**src/hw/mprj_io_pkg.sv**
```systemverilog
`default_nettype none

package mprj_io_pkg;

    localparam int IO_PADS      = 8;
    localparam int IO_CTRL_BITS = 13;
    localparam int BIDIR_PADS   = 2;   // Low pads that come up bidirectional

    // Register window, decoded on address bits 31:8
    localparam logic [31:0] BASE_ADR = 32'h2300_0000;
    localparam logic [7:0]  ADR_DATA = 8'h00;
    localparam logic [7:0]  ADR_XFER = 8'h04;
    localparam logic [7:0]  ADR_CFG  = 8'h08;  // Pad i at ADR_CFG + 4*i

    localparam int CTRL_OEB_BIT     = 1;  // 1 disables the pad output
    localparam int CTRL_INP_DIS_BIT = 3;  // 1 forces management input to 0

    typedef logic [IO_CTRL_BITS-1:0]          io_ctrl_t;
    typedef logic [IO_PADS-1:0]               pad_vec_t;
    typedef logic [31:0]                      wb_data_t;
    typedef logic [31:0]                      wb_addr_t;
    typedef logic [$clog2(IO_CTRL_BITS)-1:0]  bit_cnt_t;
    typedef logic [$clog2(IO_PADS)-1:0]       pad_idx_t;

    localparam io_ctrl_t CTRL_INIT_BIDIR = 13'h1801;
    localparam io_ctrl_t CTRL_INIT_INPUT = 13'h0403;

    typedef struct packed {
        logic sclk;
        logic sresetn;   // Low while sclk is high loads the chain
        logic sdata;
    } serial_bus_t;

    typedef enum logic [1:0] {IDLE, START, XBYTE, LOAD} loader_state_t;

    // Reset word of one pad, shared by the register block and the pad blocks
    function automatic io_ctrl_t ctrl_init_word(input int pad);
        return (pad < BIDIR_PADS) ? CTRL_INIT_BIDIR : CTRL_INIT_INPUT;
    endfunction

endpackage

`default_nettype wire

```
**src/hw/gpio_ctrl_block.sv**
```systemverilog
`timescale 1ns/1ps
`default_nettype none

module gpio_ctrl_block #(
    parameter mprj_io_pkg::io_ctrl_t INIT_CFG = mprj_io_pkg::CTRL_INIT_INPUT
) (
    input  logic                     clk,
    input  logic                     resetn,
    input  mprj_io_pkg::serial_bus_t ser_i,
    output mprj_io_pkg::serial_bus_t ser_o,
    input  logic                     mgmt_out_i,
    output logic                     mgmt_in_o,
    input  logic                     pad_in_i,
    output logic                     pad_out_o,
    output logic                     pad_oe_o
);
    import mprj_io_pkg::*;

    io_ctrl_t shift_q;    // Stage in the serial chain
    io_ctrl_t cfg_q;      // Applied control word
    logic     sclk_q;
    logic     sclk_rise;

    assign sclk_rise = ser_i.sclk && !sclk_q;

    // Clock and load pass straight through, data comes from the stage MSB
    assign ser_o = '{sclk: ser_i.sclk, sresetn: ser_i.sresetn, sdata: shift_q[IO_CTRL_BITS-1]};

    always_ff @(posedge clk or negedge resetn) begin
        if (!resetn) begin
            sclk_q <= 1'b0;
            cfg_q  <= INIT_CFG;
        end else begin
            sclk_q <= ser_i.sclk;
            if (!ser_i.sresetn && ser_i.sclk) begin
                cfg_q <= shift_q;    // Load pulse
            end
        end
    end

    always_ff @(posedge clk) begin
        if (!ser_i.sresetn && !ser_i.sclk) begin
            shift_q <= '0;
        end else if (ser_i.sresetn && sclk_rise) begin
            shift_q <= {shift_q[IO_CTRL_BITS-2:0], ser_i.sdata};
        end
    end

    assign pad_oe_o  = ~cfg_q[CTRL_OEB_BIT];
    assign pad_out_o = mgmt_out_i;
    assign mgmt_in_o = cfg_q[CTRL_INP_DIS_BIT] ? 1'b0 : pad_in_i;

endmodule

`default_nettype wire

```
**src/hw/mprj_ctrl_regs.sv**
```systemverilog
`timescale 1ns/1ps
`default_nettype none

module mprj_ctrl_regs (
    input  logic                                          clk,
    input  logic                                          resetn,
    input  mprj_io_pkg::wb_addr_t                         wb_adr_i,
    input  mprj_io_pkg::wb_data_t                         wb_dat_i,
    input  logic [3:0]                                    wb_sel_i,
    input  logic                                          wb_we_i,
    input  logic                                          wb_cyc_i,
    input  logic                                          wb_stb_i,
    output mprj_io_pkg::wb_data_t                         wb_dat_o,
    output logic                                          wb_ack_o,
    input  logic                                          busy_i,
    input  mprj_io_pkg::pad_vec_t                         mgmt_in_i,
    output logic                                          xfer_o,
    output mprj_io_pkg::io_ctrl_t [mprj_io_pkg::IO_PADS-1:0] cfg_words_o,
    output mprj_io_pkg::pad_vec_t                         mgmt_out_o
);
    import mprj_io_pkg::*;

    logic [7:0] adr_lo;
    logic       acc;       // Valid in-window request, not yet acknowledged
    logic       wr_en;
    logic       sel_data;
    logic       sel_xfer;
    pad_vec_t   cfg_sel;
    wb_data_t   rdata;

    assign adr_lo   = wb_adr_i[7:0];
    assign acc      = wb_cyc_i && wb_stb_i && !wb_ack_o &&
                      (wb_adr_i[31:8] == BASE_ADR[31:8]);
    assign wr_en    = acc && wb_we_i && wb_sel_i[0];  // Byte lane 0 gates all writes
    assign sel_data = (adr_lo == ADR_DATA);
    assign sel_xfer = (adr_lo == ADR_XFER);

    for (genvar i = 0; i < IO_PADS; i++) begin : g_sel
        assign cfg_sel[i] = (adr_lo == ADR_CFG + 8'(4 * i));
    end

    // Read data mux, unmapped offsets give zero
    always_comb begin
        rdata = '0;
        if (sel_data) begin
            rdata[IO_PADS-1:0] = mgmt_in_i;
        end else if (sel_xfer) begin
            rdata[0] = busy_i;
        end else begin
            for (int i = 0; i < IO_PADS; i++) begin
                if (cfg_sel[i]) begin
                    rdata[IO_CTRL_BITS-1:0] = cfg_words_o[i];
                end
            end
        end
    end

    always_ff @(posedge clk or negedge resetn) begin
        if (!resetn) begin
            wb_ack_o   <= 1'b0;
            xfer_o     <= 1'b0;
            mgmt_out_o <= '0;
            for (int i = 0; i < IO_PADS; i++) begin
                cfg_words_o[i] <= ctrl_init_word(i);
            end
        end else begin
            wb_ack_o <= acc;
            // Self-clearing, lasts only the ack cycle
            xfer_o   <= wr_en && sel_xfer && wb_dat_i[0];

            if (wr_en && sel_data) begin
                mgmt_out_o <= wb_dat_i[IO_PADS-1:0];
            end

            for (int i = 0; i < IO_PADS; i++) begin
                if (wr_en && cfg_sel[i]) begin
                    cfg_words_o[i] <= wb_dat_i[IO_CTRL_BITS-1:0];
                end
            end
        end
    end

    // Read data is captured on the ack edge
    always_ff @(posedge clk) begin
        if (acc) begin
            wb_dat_o <= rdata;
        end
    end

endmodule

`default_nettype wire

```
**src/hw/mprj_io_top.sv**
```systemverilog
`timescale 1ns/1ps
`default_nettype none

module mprj_io_top (
    input  logic                  clk,
    input  logic                  resetn,
    input  mprj_io_pkg::wb_addr_t wb_adr_i,
    input  mprj_io_pkg::wb_data_t wb_dat_i,
    input  logic [3:0]            wb_sel_i,
    input  logic                  wb_we_i,
    input  logic                  wb_cyc_i,
    input  logic                  wb_stb_i,
    output mprj_io_pkg::wb_data_t wb_dat_o,
    output logic                  wb_ack_o,
    input  mprj_io_pkg::pad_vec_t pad_in_i,
    output mprj_io_pkg::pad_vec_t pad_out_o,
    output mprj_io_pkg::pad_vec_t pad_oe_o
);
    import mprj_io_pkg::*;

    logic                      xfer;
    logic                      busy;
    io_ctrl_t [IO_PADS-1:0]    cfg_words;
    pad_vec_t                  mgmt_out;
    pad_vec_t                  mgmt_in;
    serial_bus_t [IO_PADS:0]   ser_chain;  // Loader drives entry 0, the highest pad ends the chain

    mprj_ctrl_regs u_regs (
        .clk         (clk),
        .resetn      (resetn),
        .wb_adr_i    (wb_adr_i),
        .wb_dat_i    (wb_dat_i),
        .wb_sel_i    (wb_sel_i),
        .wb_we_i     (wb_we_i),
        .wb_cyc_i    (wb_cyc_i),
        .wb_stb_i    (wb_stb_i),
        .wb_dat_o    (wb_dat_o),
        .wb_ack_o    (wb_ack_o),
        .busy_i      (busy),
        .mgmt_in_i   (mgmt_in),
        .xfer_o      (xfer),
        .cfg_words_o (cfg_words),
        .mgmt_out_o  (mgmt_out)
    );

    serial_loader u_loader (
        .clk         (clk),
        .resetn      (resetn),
        .xfer_i      (xfer),
        .cfg_words_i (cfg_words),
        .busy_o      (busy),
        .ser_o       (ser_chain[0])
    );

    // The first word sent travels furthest, so it lands in the highest pad
    for (genvar i = 0; i < IO_PADS; i++) begin : g_pad
        gpio_ctrl_block #(
            .INIT_CFG (ctrl_init_word(i))
        ) u_gpio_ctrl (
            .clk        (clk),
            .resetn     (resetn),
            .ser_i      (ser_chain[i]),
            .ser_o      (ser_chain[i+1]),
            .mgmt_out_i (mgmt_out[i]),
            .mgmt_in_o  (mgmt_in[i]),
            .pad_in_i   (pad_in_i[i]),
            .pad_out_o  (pad_out_o[i]),
            .pad_oe_o   (pad_oe_o[i])
        );
    end

endmodule

`default_nettype wire

```
**src/hw/serial_loader.sv**
```systemverilog
`timescale 1ns/1ps
`default_nettype none

module serial_loader (
    input  logic                                          clk,
    input  logic                                          resetn,
    input  logic                                          xfer_i,
    input  mprj_io_pkg::io_ctrl_t [mprj_io_pkg::IO_PADS-1:0] cfg_words_i,
    output logic                                          busy_o,
    output mprj_io_pkg::serial_bus_t                      ser_o
);
    import mprj_io_pkg::*;

    loader_state_t state;
    bit_cnt_t      bit_cnt;    // Bit in XBYTE, step in LOAD
    pad_idx_t      pad_idx;    // Counts down from the highest pad
    logic          sclk_q;
    logic          sresetn_q;
    io_ctrl_t      staging;

    assign busy_o = (state != IDLE);
    assign ser_o  = '{sclk: sclk_q, sresetn: sresetn_q, sdata: staging[IO_CTRL_BITS-1]};

    always_ff @(posedge clk or negedge resetn) begin
        if (!resetn) begin
            state     <= IDLE;
            bit_cnt   <= '0;
            pad_idx   <= pad_idx_t'(IO_PADS - 1);
            sclk_q    <= 1'b0;
            sresetn_q <= 1'b0;
        end else begin
            case (state)
                IDLE: begin
                    pad_idx   <= pad_idx_t'(IO_PADS - 1);
                    sclk_q    <= 1'b0;
                    sresetn_q <= 1'b1;
                    if (xfer_i) begin
                        state <= START;
                    end
                end
                START: begin
                    bit_cnt <= '0;
                    sclk_q  <= 1'b0;
                    state   <= XBYTE;
                end
                XBYTE: begin
                    sclk_q <= ~sclk_q;
                    if (!sclk_q) begin             // Rising serial edge
                        if (bit_cnt == bit_cnt_t'(IO_CTRL_BITS - 1)) begin
                            bit_cnt <= '0;
                            if (pad_idx == '0) begin
                                state <= LOAD;
                            end else begin
                                pad_idx <= pad_idx - 1'b1;
                                state   <= START;
                            end
                        end else begin
                            bit_cnt <= bit_cnt + 1'b1;
                        end
                    end
                end
                LOAD: begin
                    // Hold clock high, pulse reset low once, then drop clock
                    bit_cnt <= bit_cnt + 1'b1;
                    case (bit_cnt)
                        bit_cnt_t'(0): sclk_q <= 1'b1;
                        bit_cnt_t'(1): sresetn_q <= 1'b0;
                        bit_cnt_t'(2): sresetn_q <= 1'b1;
                        default: begin
                            sclk_q <= 1'b0;
                            state  <= IDLE;
                        end
                    endcase
                end
                default: state <= IDLE;
            endcase
        end
    end

    // Word staging, MSB first, shifted as the serial clock falls
    always_ff @(posedge clk) begin
        if (state == START) begin
            staging <= cfg_words_i[pad_idx];
        end else if (state == XBYTE && sclk_q) begin
            staging <= {staging[IO_CTRL_BITS-2:0], 1'b0};
        end
    end

endmodule

`default_nettype wire

```
**config.mk**
```make
export PLATFORM = sky130hd
export DESIGN_NAME = mprj_io_top
export DESIGN_NICKNAME = d
export VERILOG_FILES = /design/src/hw/mprj_io_pkg.sv /design/src/hw/gpio_ctrl_block.sv /design/src/hw/mprj_ctrl_regs.sv /design/src/hw/mprj_io_top.sv /design/src/hw/serial_loader.sv
export SDC_FILE = /design/constraint.sdc
export NUM_CORES = 1
export LEC_CHECK = 0
export BUFFER_PORTS_ARGS = -buffer_cell sky130_fd_sc_hd__clkbuf_2
export CAP_MARGIN = 0
export CORE_ASPECT_RATIO = 1.4
export CORE_MARGIN = 2
export CORE_UTILIZATION = 59
export DETAILED_ROUTE_END_ITERATION = 8
export GPL_TIMING_DRIVEN = 0
export MAX_ROUTING_LAYER = met4
export PLACE_DENSITY = 0.8
export SETUP_SLACK_MARGIN = 0.1
export SYNTH_ARGS = -nofsm -noshare
export SYNTH_HDL_FRONTEND = slang
export SYNTH_SLANG_ARGS = --single-unit
export TNS_END_PERCENT = 50
```
**constraint.sdc**
```tcl
create_clock -name clk -period 3.2 [get_ports clk]
set_clock_uncertainty 0.1 [all_clocks]
set_input_delay 0.16 -clock clk [delete_from_list [all_inputs] [get_ports clk]]
set_output_delay 0.16 -clock clk [all_outputs]
set_load 0.01 [all_outputs]
```
; ---- Yosys cells after proc, flatten, opt, wreduce, memory -nomap -nowiden
; Cells that the tools add are included.
; Widths: inputs -> output; s select.
[classes]
add_sub_neg = 2
multipliers = 0
div_mod_pow = 0
magnitude_cmp = 1
eq_ne = 23
n_shift = 0
mux = 40
bitwise_logic = 9
reduce_logical = 42
[op_table]
columns = operator, n
row1 = $mux 13, 11
row2 = $bmux 13 s3, 1
row3 = $eq 8x5->1 const B, 4
row4 = $eq 24x22->1 const B, 1
row5 = $logic_and 1x1->1, 21
row6 = $eq 8x4->1 const B, 2
row7 = $eq 8x6->1 const B, 2
row8 = $pmux 4 s3, 1
row9 = $mux 2, 5
row10 = $ne 2x2->1 const B, 5
row11 = $mux 1, 9
row12 = $mux 3, 3
row13 = $not 1->1, 9
row14 = $eq 8x3->1 const B, 1
row15 = $logic_not 8->1, 1
row16 = $mux 4, 2
row17 = $mux 8, 1
row18 = $pmux 2 s4, 1
row19 = $reduce_and 4->1, 2
row20 = $reduce_bool 2->1, 4
row21 = $mux 7, 1
row22 = $pmux 1 s2, 3
row23 = $pmux 3 s2, 1
row24 = $reduce_or 2->1, 3
row25 = 18 further kinds, 23
[totals]
regBits = 279
latch_bits = 0
ramBits = 0
rom_bits = 0
out_inout_bits = 49
wordCells = 153
memories = 0

; ---- Longest topological paths before layout
; Gate-level depths: netlist (run 1).
[logic_depth]
word_depth = 11
mapped_depth = 8
ltp_nobuf = 7

; ---- Modules after synthesis
; A second synthesis (run 1) with hierarchy kept.
[hier_totals]
cells_unflattened = 1386
hier_area_um2 = 14229.9
[modules_own_cells]
columns = module, instances, cells_per_inst, area_each_um2
row1 = mprj_ctrl_regs, 1, 480, 6180.9
row2 = gpio_ctrl_block (g_pad[2].u_gpio_ctrl ...), 6, 87, 733.2
row3 = serial_loader, 1, 210, 2185.8
row4 = gpio_ctrl_block (g_pad[0].u_gpio_ctrl ...), 2, 87, 732.0

; ---- Worst setup path before layout (run 1)
; No wires, ideal clock.
[synth_timing]
kind = reg2reg
start = register u_regs.wb_ack_o
end = register u_regs.cfg_words_o[10] in the netlist's numbering
setup_ns = 0.125
t_arrival_ns = 2.185
slack_ns = 0.790
path_stages_with_launch = 8
n_path_buf = 2
synth_period_minus_slack_ns = 2.410
cell_sequence = dfrtp_1 nor4bb_1 nand4_1 or4_1 buf_4 nor3_4 buf_6 mux2_2
[synth_between]
elab_chain_len = 6
[synth_rtl]
columns = element, line
row1 = start: declaration, mprj_ctrl_regs.sv:14  ; output logic wb_ack_o,
row2 = start signal: assignment, mprj_ctrl_regs.sv:60  ; wb_ack_o <= 1'b0;
row3 = start signal: assignment, mprj_ctrl_regs.sv:67  ; wb_ack_o <= acc;
row4 = $logic_not 1->1, mprj_ctrl_regs.sv:32  ; assign acc = wb_cyc_i && wb_stb_i && !wb_ack_o &&
row5 = $logic_and 1x1->1 (2 in a row), mprj_ctrl_regs.sv:32
row6 = $logic_and 1x1->1 (2 in a row), mprj_ctrl_regs.sv:34  ; assign wr_en = acc && wb_we_i && wb_sel_i[0];
row7 = $logic_and 1x1->1, mprj_ctrl_regs.sv:76  ; if (wr_en && cfg_sel[i]) begin
row8 = end signal: indexed assignment, mprj_ctrl_regs.sv:64  ; cfg_words_o[i] <= ctrl_init_word(i);
row9 = end signal: indexed assignment, mprj_ctrl_regs.sv:77  ; cfg_words_o[i] <= wb_dat_i[IO_CTRL_BITS-1:0];
row10 = end: declaration, mprj_ctrl_regs.sv:18  ; output mprj_io_pkg::io_ctrl_t [mprj_io_pkg::IO_PADS-1:0] cfg_words_o,
; Every way passes these cells.
; A chain may end at the register's enable or synchronous reset.

; ---- Worst setup path in the final report (run 1)
[layout_timing]
start = register u_loader.pad_idx[1]
end = register u_loader.staging[9], data pin
[layout_between]
elab_chain_len = 3
[layout_rtl]
columns = element, line
row1 = start: declaration, serial_loader.sv:16  ; pad_idx_t pad_idx;
row2 = start signal: assignment, serial_loader.sv:28  ; pad_idx <= pad_idx_t'(IO_PADS - 1);
row3 = start signal: assignment, serial_loader.sv:34  ; pad_idx <= pad_idx_t'(IO_PADS - 1);
row4 = start signal: assignment, serial_loader.sv:54  ; pad_idx <= pad_idx - 1'b1;
row5 = $bmux 13 s3, serial_loader.sv:83  ; staging <= cfg_words_i[pad_idx];
row6 = $mux 13 (not written as such), serial_loader.sv:83
row7 = $mux 13, serial_loader.sv:82  ; if (state == START) begin
row8 = end signal: assignment, serial_loader.sv:83
row9 = end signal: assignment, serial_loader.sv:85  ; staging <= {staging[IO_CTRL_BITS-2:0], 1'b0};
row10 = end: declaration, serial_loader.sv:19  ; io_ctrl_t staging;
; Every way passes these cells. The select of a mux whose other input is x is not followed.

==> flow_summary.ini, run 1 <==
[status]
status = finished, final reports clean

[clocking]
cts_tree = done
post-cts-setup-buffers = 0
cts_buffer_depth = 3
clock_latency_ps = 530
path_clk_slew_ps = 70
ctsRootBufferMaster = clkbuf_16
clock_sinks = 263
cts_inserted_buffers = 25
htree_levels = 1

[setup_path]
crit_required_ps = 3340
crit_type = flip-flop to flip-flop
r2r_slack_ps = 80
timing.rr.end = u_loader.staging[9]
critPathLaunchType = flip-flop
cp-end-kind = flip-flop
ff2ff_path_depth = 5
cp.arrival_ps = 3260
cp_max_fo = 10
r2r-start = u_loader.pad_idx[1]

[logic_synthesis]
syn-instance-count = 1111
synth_seq_area_share_pct = 52.2
yosysMostFrequentCell = nand2_1
synth_edf_count = 26
synthTopCellsByArea = dfrtp_1 23%, dfxtp_1 16%, mux2_2 12%
ys_types = 59
syn_area_um2 = 12000
synth_area_leader_cell = dfrtp_1
netlist_top_cells_count = 211 x nand2_1, 131 x mux2_2, 109 x dfrtp_1
yosysWarnings = 0
syn_avg_cell_area_um2 = 10.8
ys_seq_elements = 263
synth_flop_cell = dfrtp_1
yosys.area.top_type_share_pct = 22.7
synthArstFlopShare_pct = 54.0

[grt]
grt_pass1_wl_um = 48000
gr-total-overflow = 0
grt_usage_pct = 28.8
grt_pass1_vias = 9198
antenna_found_initial = 0
grt_max_degree = 113

[die]
die_x_um = 125
core.rowCount = 61
start_util_pct = 60.4
dieArea_um2 = 21600
coreArea_um2 = 19900
die_h_um = 173
io_pins = 130

[sta]
min_period_ps = 3120
worst_pin_slew_ps = 1130
worst_hold_slack_ps = 45.9
fmax_mhz = 320
final-setup-viol-count = 0
hold_viol = 0
drv_slew = 0
max_slew_margin_pct = 24.8
rsz0062_at_grt = no
fin_tns_setup_ps = 0
post-route-period-util_pct = 97.5

[final_layout]
diodes = 0
fill_cells = 1443
instances_no_fill = 1537
synthToLayoutAreaGrowth_pct = 16.5
nNetsFinal = 1358
layout-drive-gt1-share_pct = 29.8

[place]
dp_hpwl_um = 20700
gp_congestion = 0.959
io_buffers = 86
post-place-cells = 1469

[run]
max_cap_violations = 0

[pwr]
p_leak_nw = 6.52
ir_drop_mv = 0.502
p_per_area_nw_per_um2 = 480
power.total_mw = 6.73

[routing]
drtAntennaViolNets = 0
wl_per_cell_um = 19.9
first_iter_violations = 868
vias = 9236
drt-pass1-iter-count = 5
wirelength_um = 30600
drcViolationCount = 0
via_per_inst = 6.01

[hold_path]
hold_end = u_regs.wb_dat_o[3]
hp-start = pad_in_i[3]
holdCritPathClass = input pin to flip-flop
min_path_cells = 4
timing repair:
item | 4_1_cts | 5_1_grt
endpoints found under the hold margin | 230 | 0
resized for setup | 0 | 2
setup endpoints to repair | 0 | 1
hold buffers | 22 | 0
sequential cells by signal (all words and copies together) (netlist names), 2 cells and up:
| register | count |
|---|---|
| g_pad.u_gpio_ctrl.cfg_q | 16 |
| g_pad.u_gpio_ctrl.shift_q | 95 |
| u_loader.bit_cnt | 4 |
| u_loader.pad_idx | 3 |
| u_loader.staging | 13 |
| u_loader.state | 2 |
| u_regs.cfg_words_o | 104 |
| u_regs.mgmt_out_o | 8 |
| u_regs.wb_dat_o | 13 |
layer usage:
layer	GRT usage [%]	up-vias	part of all wire (%)
met3	4.05	121	7.1
met5	-	-	0
met2	48.3	417	50
li1	-	4195	-
met4	15.7	0	5.8
met1	33.4	4503	37
metrics by stage:
step | worst slack (ps) | utilization [%] | cell area (um^2)
floorplan | 790 | - | 12100
global placement | -583 | 64.5 | 12800
detailed placement | 129 | 64.8 | 12900
CTS | 142 | 70.4 | 14000
global route | 143 | 70.4 | 14000
finish | 79.4 | 70.4 | 14000
cells by family (layout without fill, tap and decap cells):
group / count (synthesis) / in the layout / share of synthesized area, %
AOI/OAI and AO/OA: 102 / 102 / 5.55
adders and majority gates: 11 / 11 / 1.14
buffers and inverters: 121 / 277 / 5.26
DFF: 263 / 263 / 52.2
muxes: 183 / 183 / 19.3
other: 1 / 19 / 0.0312
and+or+nand+nor: 430 / 430 / 16.6
worst max path at each step:
stage | start | end | slack [ps]
global route | u_loader.pad_idx[1] | u_loader.staging[9] | 140
CTS | u_loader.pad_idx[1] | u_loader.staging[9] | 140
finish | u_loader.pad_idx[1] | u_loader.staging[9] | 80
floorplan | u_regs.wb_ack_o | u_regs.cfg_words_o[10] | 790
detailed placement | u_loader.pad_idx[1] | u_loader.staging[9] | 130
global placement | resetn | u_loader.bit_cnt[2] | -580
cells in the final DEF, fill, tap and decap left out, drive strengths merged, types with 7 or more instances in the layout:
master	instances
dlygate4sd3	22
nor2b	10
conb	19
mux4	26
nand3b	7
buf	63
nand2	211
mux2	132
nor2	51
dfstp	33
dfrtp	109
a221oi	7
mux2i	25
o21ai	21
clkbuf	163
dfxtp	95
nand4	7
edfxtp	26
ha	11
nand3	104
nor3	13
inv	21
a21oi	30
where the power goes:
part	leakage, nW	internal [mW]	switching [mW]
Clock	0.439	1.89	1.28
Combinational	3.29	0.0792	0.135
Sequential	2.79	3.35	0.0000000153
Total	6.52	5.32	1.41
cell type report:
cell class / count / area [um^2] / share of cell area, %
repair buffers: 110 / 698 / 4.98
well taps: 252 / 315 / 2.25
inverters: 20 / 75.1 / 0.535
plain buffers: 101 / 559 / 3.99
multi-input cells: 745 / 5200 / 37.1
clock buffers: 37 / 796 / 5.68
clock inverters: 9 / 103 / 0.732
flip-flops and latches: 263 / 6280 / 44.8
critical path, cell delays in order, from the launching register on:
cell	delay, ps
dfstp_2	520
clkbuf_1	560
clkbuf_1	730
mux4_2	400
mux2i_1	360
a21oi_1	160
(Power assumes the default switching activity.)
==> run 2, diff against run 1 <==
CORE_UTILIZATION = 60   (was 59)
PLACE_DENSITY = 0.81   (was 0.8)
clock period = 3.9 ns   (was 3.2 ns; I/O delays follow)
==> flow_summary.ini, run 2 (synthesized netlist as in run 1, its figures left out) <==
[status]
status = finished, final reports clean

[setup_path]
critPathMostFrequentCell = clkbuf_1
r2r-start = u_loader.pad_idx[1]
critPathTopFamily = buffers and inverters
ff2ff_path_depth = 5
cp.arrival_ps = 3350
crit_required_ps = 4060
cp_num_cells = 5
cp-end-kind = flip-flop
timing.rr.end = u_loader.staging[9]
cp.buffers_inverters = 2
cp_max_fo = 10
crit_type = flip-flop to flip-flop
cpPeakStageDelay_ps = 770
crit_path_top_delay_cell = clkbuf_1
r2r_slack_ps = 710
critPathLaunchType = flip-flop
crit_path_cell_trace = clkbuf_1 -> clkbuf_1 -> mux4_2 -> mux2i_1 -> a21oi_1

[die]
dieArea_um2 = 21200
coreArea_um2 = 19800
die_x_um = 124
core.rowCount = 61
start_util_pct = 60.9
io_pins = 130
die_h_um = 172

[grt]
gr-total-overflow = 0
antenna_found_initial = 0
grt_pass1_wl_um = 48000
grt_max_degree = 110
grt_usage_pct = 30.5
grt_pass1_vias = 9082

[place]
io_buffers = 86
dp_hpwl_um = 20600
post-place-cells = 1469
gp_congestion = 0.962

[final_layout]
nNetsFinal = 1357
synthToLayoutAreaGrowth_pct = 15.9
reg.largest.list = u_regs.cfg_words_o: 104 flops, g_pad.u_gpio_ctrl.shift_q: 95 flops, g_pad.u_gpio_ctrl.cfg_q: 16 flops
ff_latch_area_um2 = 6280
fill_cells = 1454
layout-drive-gt1-share_pct = 29.9
final_common_cell = nand2_1
instances_no_fill = 1537
diodes = 0
largest_register_ff_count = 104
final_cell_mix = 211 x nand2_1, 131 x mux2_2, 109 x dfrtp_1, 104 x nand3_1, 95 x dfxtp_1
top_register = u_regs.cfg_words_o
multi_input_area_um2 = 5200

[sta]
fmax_mhz = 313
drv_slew = 0
final-setup-viol-count = 0
worst_pin_slew_ps = 1190
min_period_ps = 3190
worst_hold_slack_ps = 14.5
post-route-period-util_pct = 81.9
hold_viol = 0
fin_tns_setup_ps = 0
rsz0062_at_grt = no
max_slew_margin_pct = 20.6

[clocking]
clock_sinks = 263
clock_latency_ps = 550
path_clk_slew_ps = 70
ctsRootBufferMaster = clkbuf_16
ctsResizeCount = 0
cts_tree = done
cts_inserted_buffers = 26
cts_buffer_depth = 3
htree_levels = 1

[routing]
drcViolationCount = 0
via_per_inst = 6.03
wl_per_cell_um = 20.0
drtAntennaViolNets = 0
vias = 9263
drt-pass1-iter-count = 5
wirelength_um = 30700
first_iter_violations = 872

[run]
max_cap_violations = 0

[pwr]
p_per_area_nw_per_um2 = 388
p_leak_nw = 6.48
ir_drop_mv = 0.443
power.total_mw = 5.41

[hold_path]
holdCritPathClass = input pin to asynchronous set/reset pin
## run 2: cell types whose count changed in the layout (fill, tap and decap cells not counted), sizes merged
cell	before	now
clkinvlp	1	2
dlygate4sd3	22	20
inv	21	20
clkbuf	163	158
clkinv	5	12
## run 2: how the worst max path moves through the flow
| stage | from | endpoint | slack [ps] |
|---|---|---|---|
| after floorplan | u_regs.wb_ack_o | u_regs.cfg_words_o[10] | 1490 |
| after global placement | resetn | u_loader.bit_cnt[2] | 110 |
| after detailed placement | u_loader.pad_idx[1] | u_loader.staging[9] | 880 |
| after CTS | u_loader.pad_idx[1] | u_loader.staging[9] | 890 |
| after global routing | u_loader.pad_idx[1] | u_loader.staging[9] | 780 |
| final | u_loader.pad_idx[1] | u_loader.staging[9] | 710 |
## run 2: through the flow
stage	worst slack (ps)	instance area (um^2)	utilization (%)
3_5_place_dp	882	12900	65.3
5_1_grt	778	13900	70.5
2_1_floorplan	1490	12100	-
3_3_place_gp	112	12800	65.0
4_1_cts	885	13900	70.5
6_report	706	13900	70.5
## run 2: metal layers
metal / GRT usage (%) / wire length [um] / vias up
met5: - / 0 / -
met4: 18.3 / 2060 / 0
met3: 4.54 / 2100 / 150
met2: 49.9 / 15100 / 444
met1: 35.4 / 11400 / 4491
li1: - / - / 4178
## run 2: cell type report
| class | count | area share, % |
|---|---|---|
| Sequential cell | 263 | 45.0 |
| Inverter | 20 | 0.538 |
| Tap cell | 252 | 2.26 |
| Clock inverter | 16 | 1.15 |
| Clock buffer | 32 | 4.90 |
| Buffer | 101 | 4.00 |
| Timing Repair Buffer | 108 | 4.86 |
| Multi-Input combinational cell | 745 | 37.3 |
## run 2: report_power, final
group          leakage [nW]  switching, mW  internal (mW)
Combinational          3.28          0.111         0.0637
Sequential             2.79   0.0000000128           2.75
Clock                 0.413           1.10           1.39
## run 2: timing repair
| action | 4_1_cts | 5_1_grt |
|---|---|---|
| setup buffers | 0 | 0 |
| hold endpoints to repair | 230 | 0 |
| hold buffers | 20 | 0 |
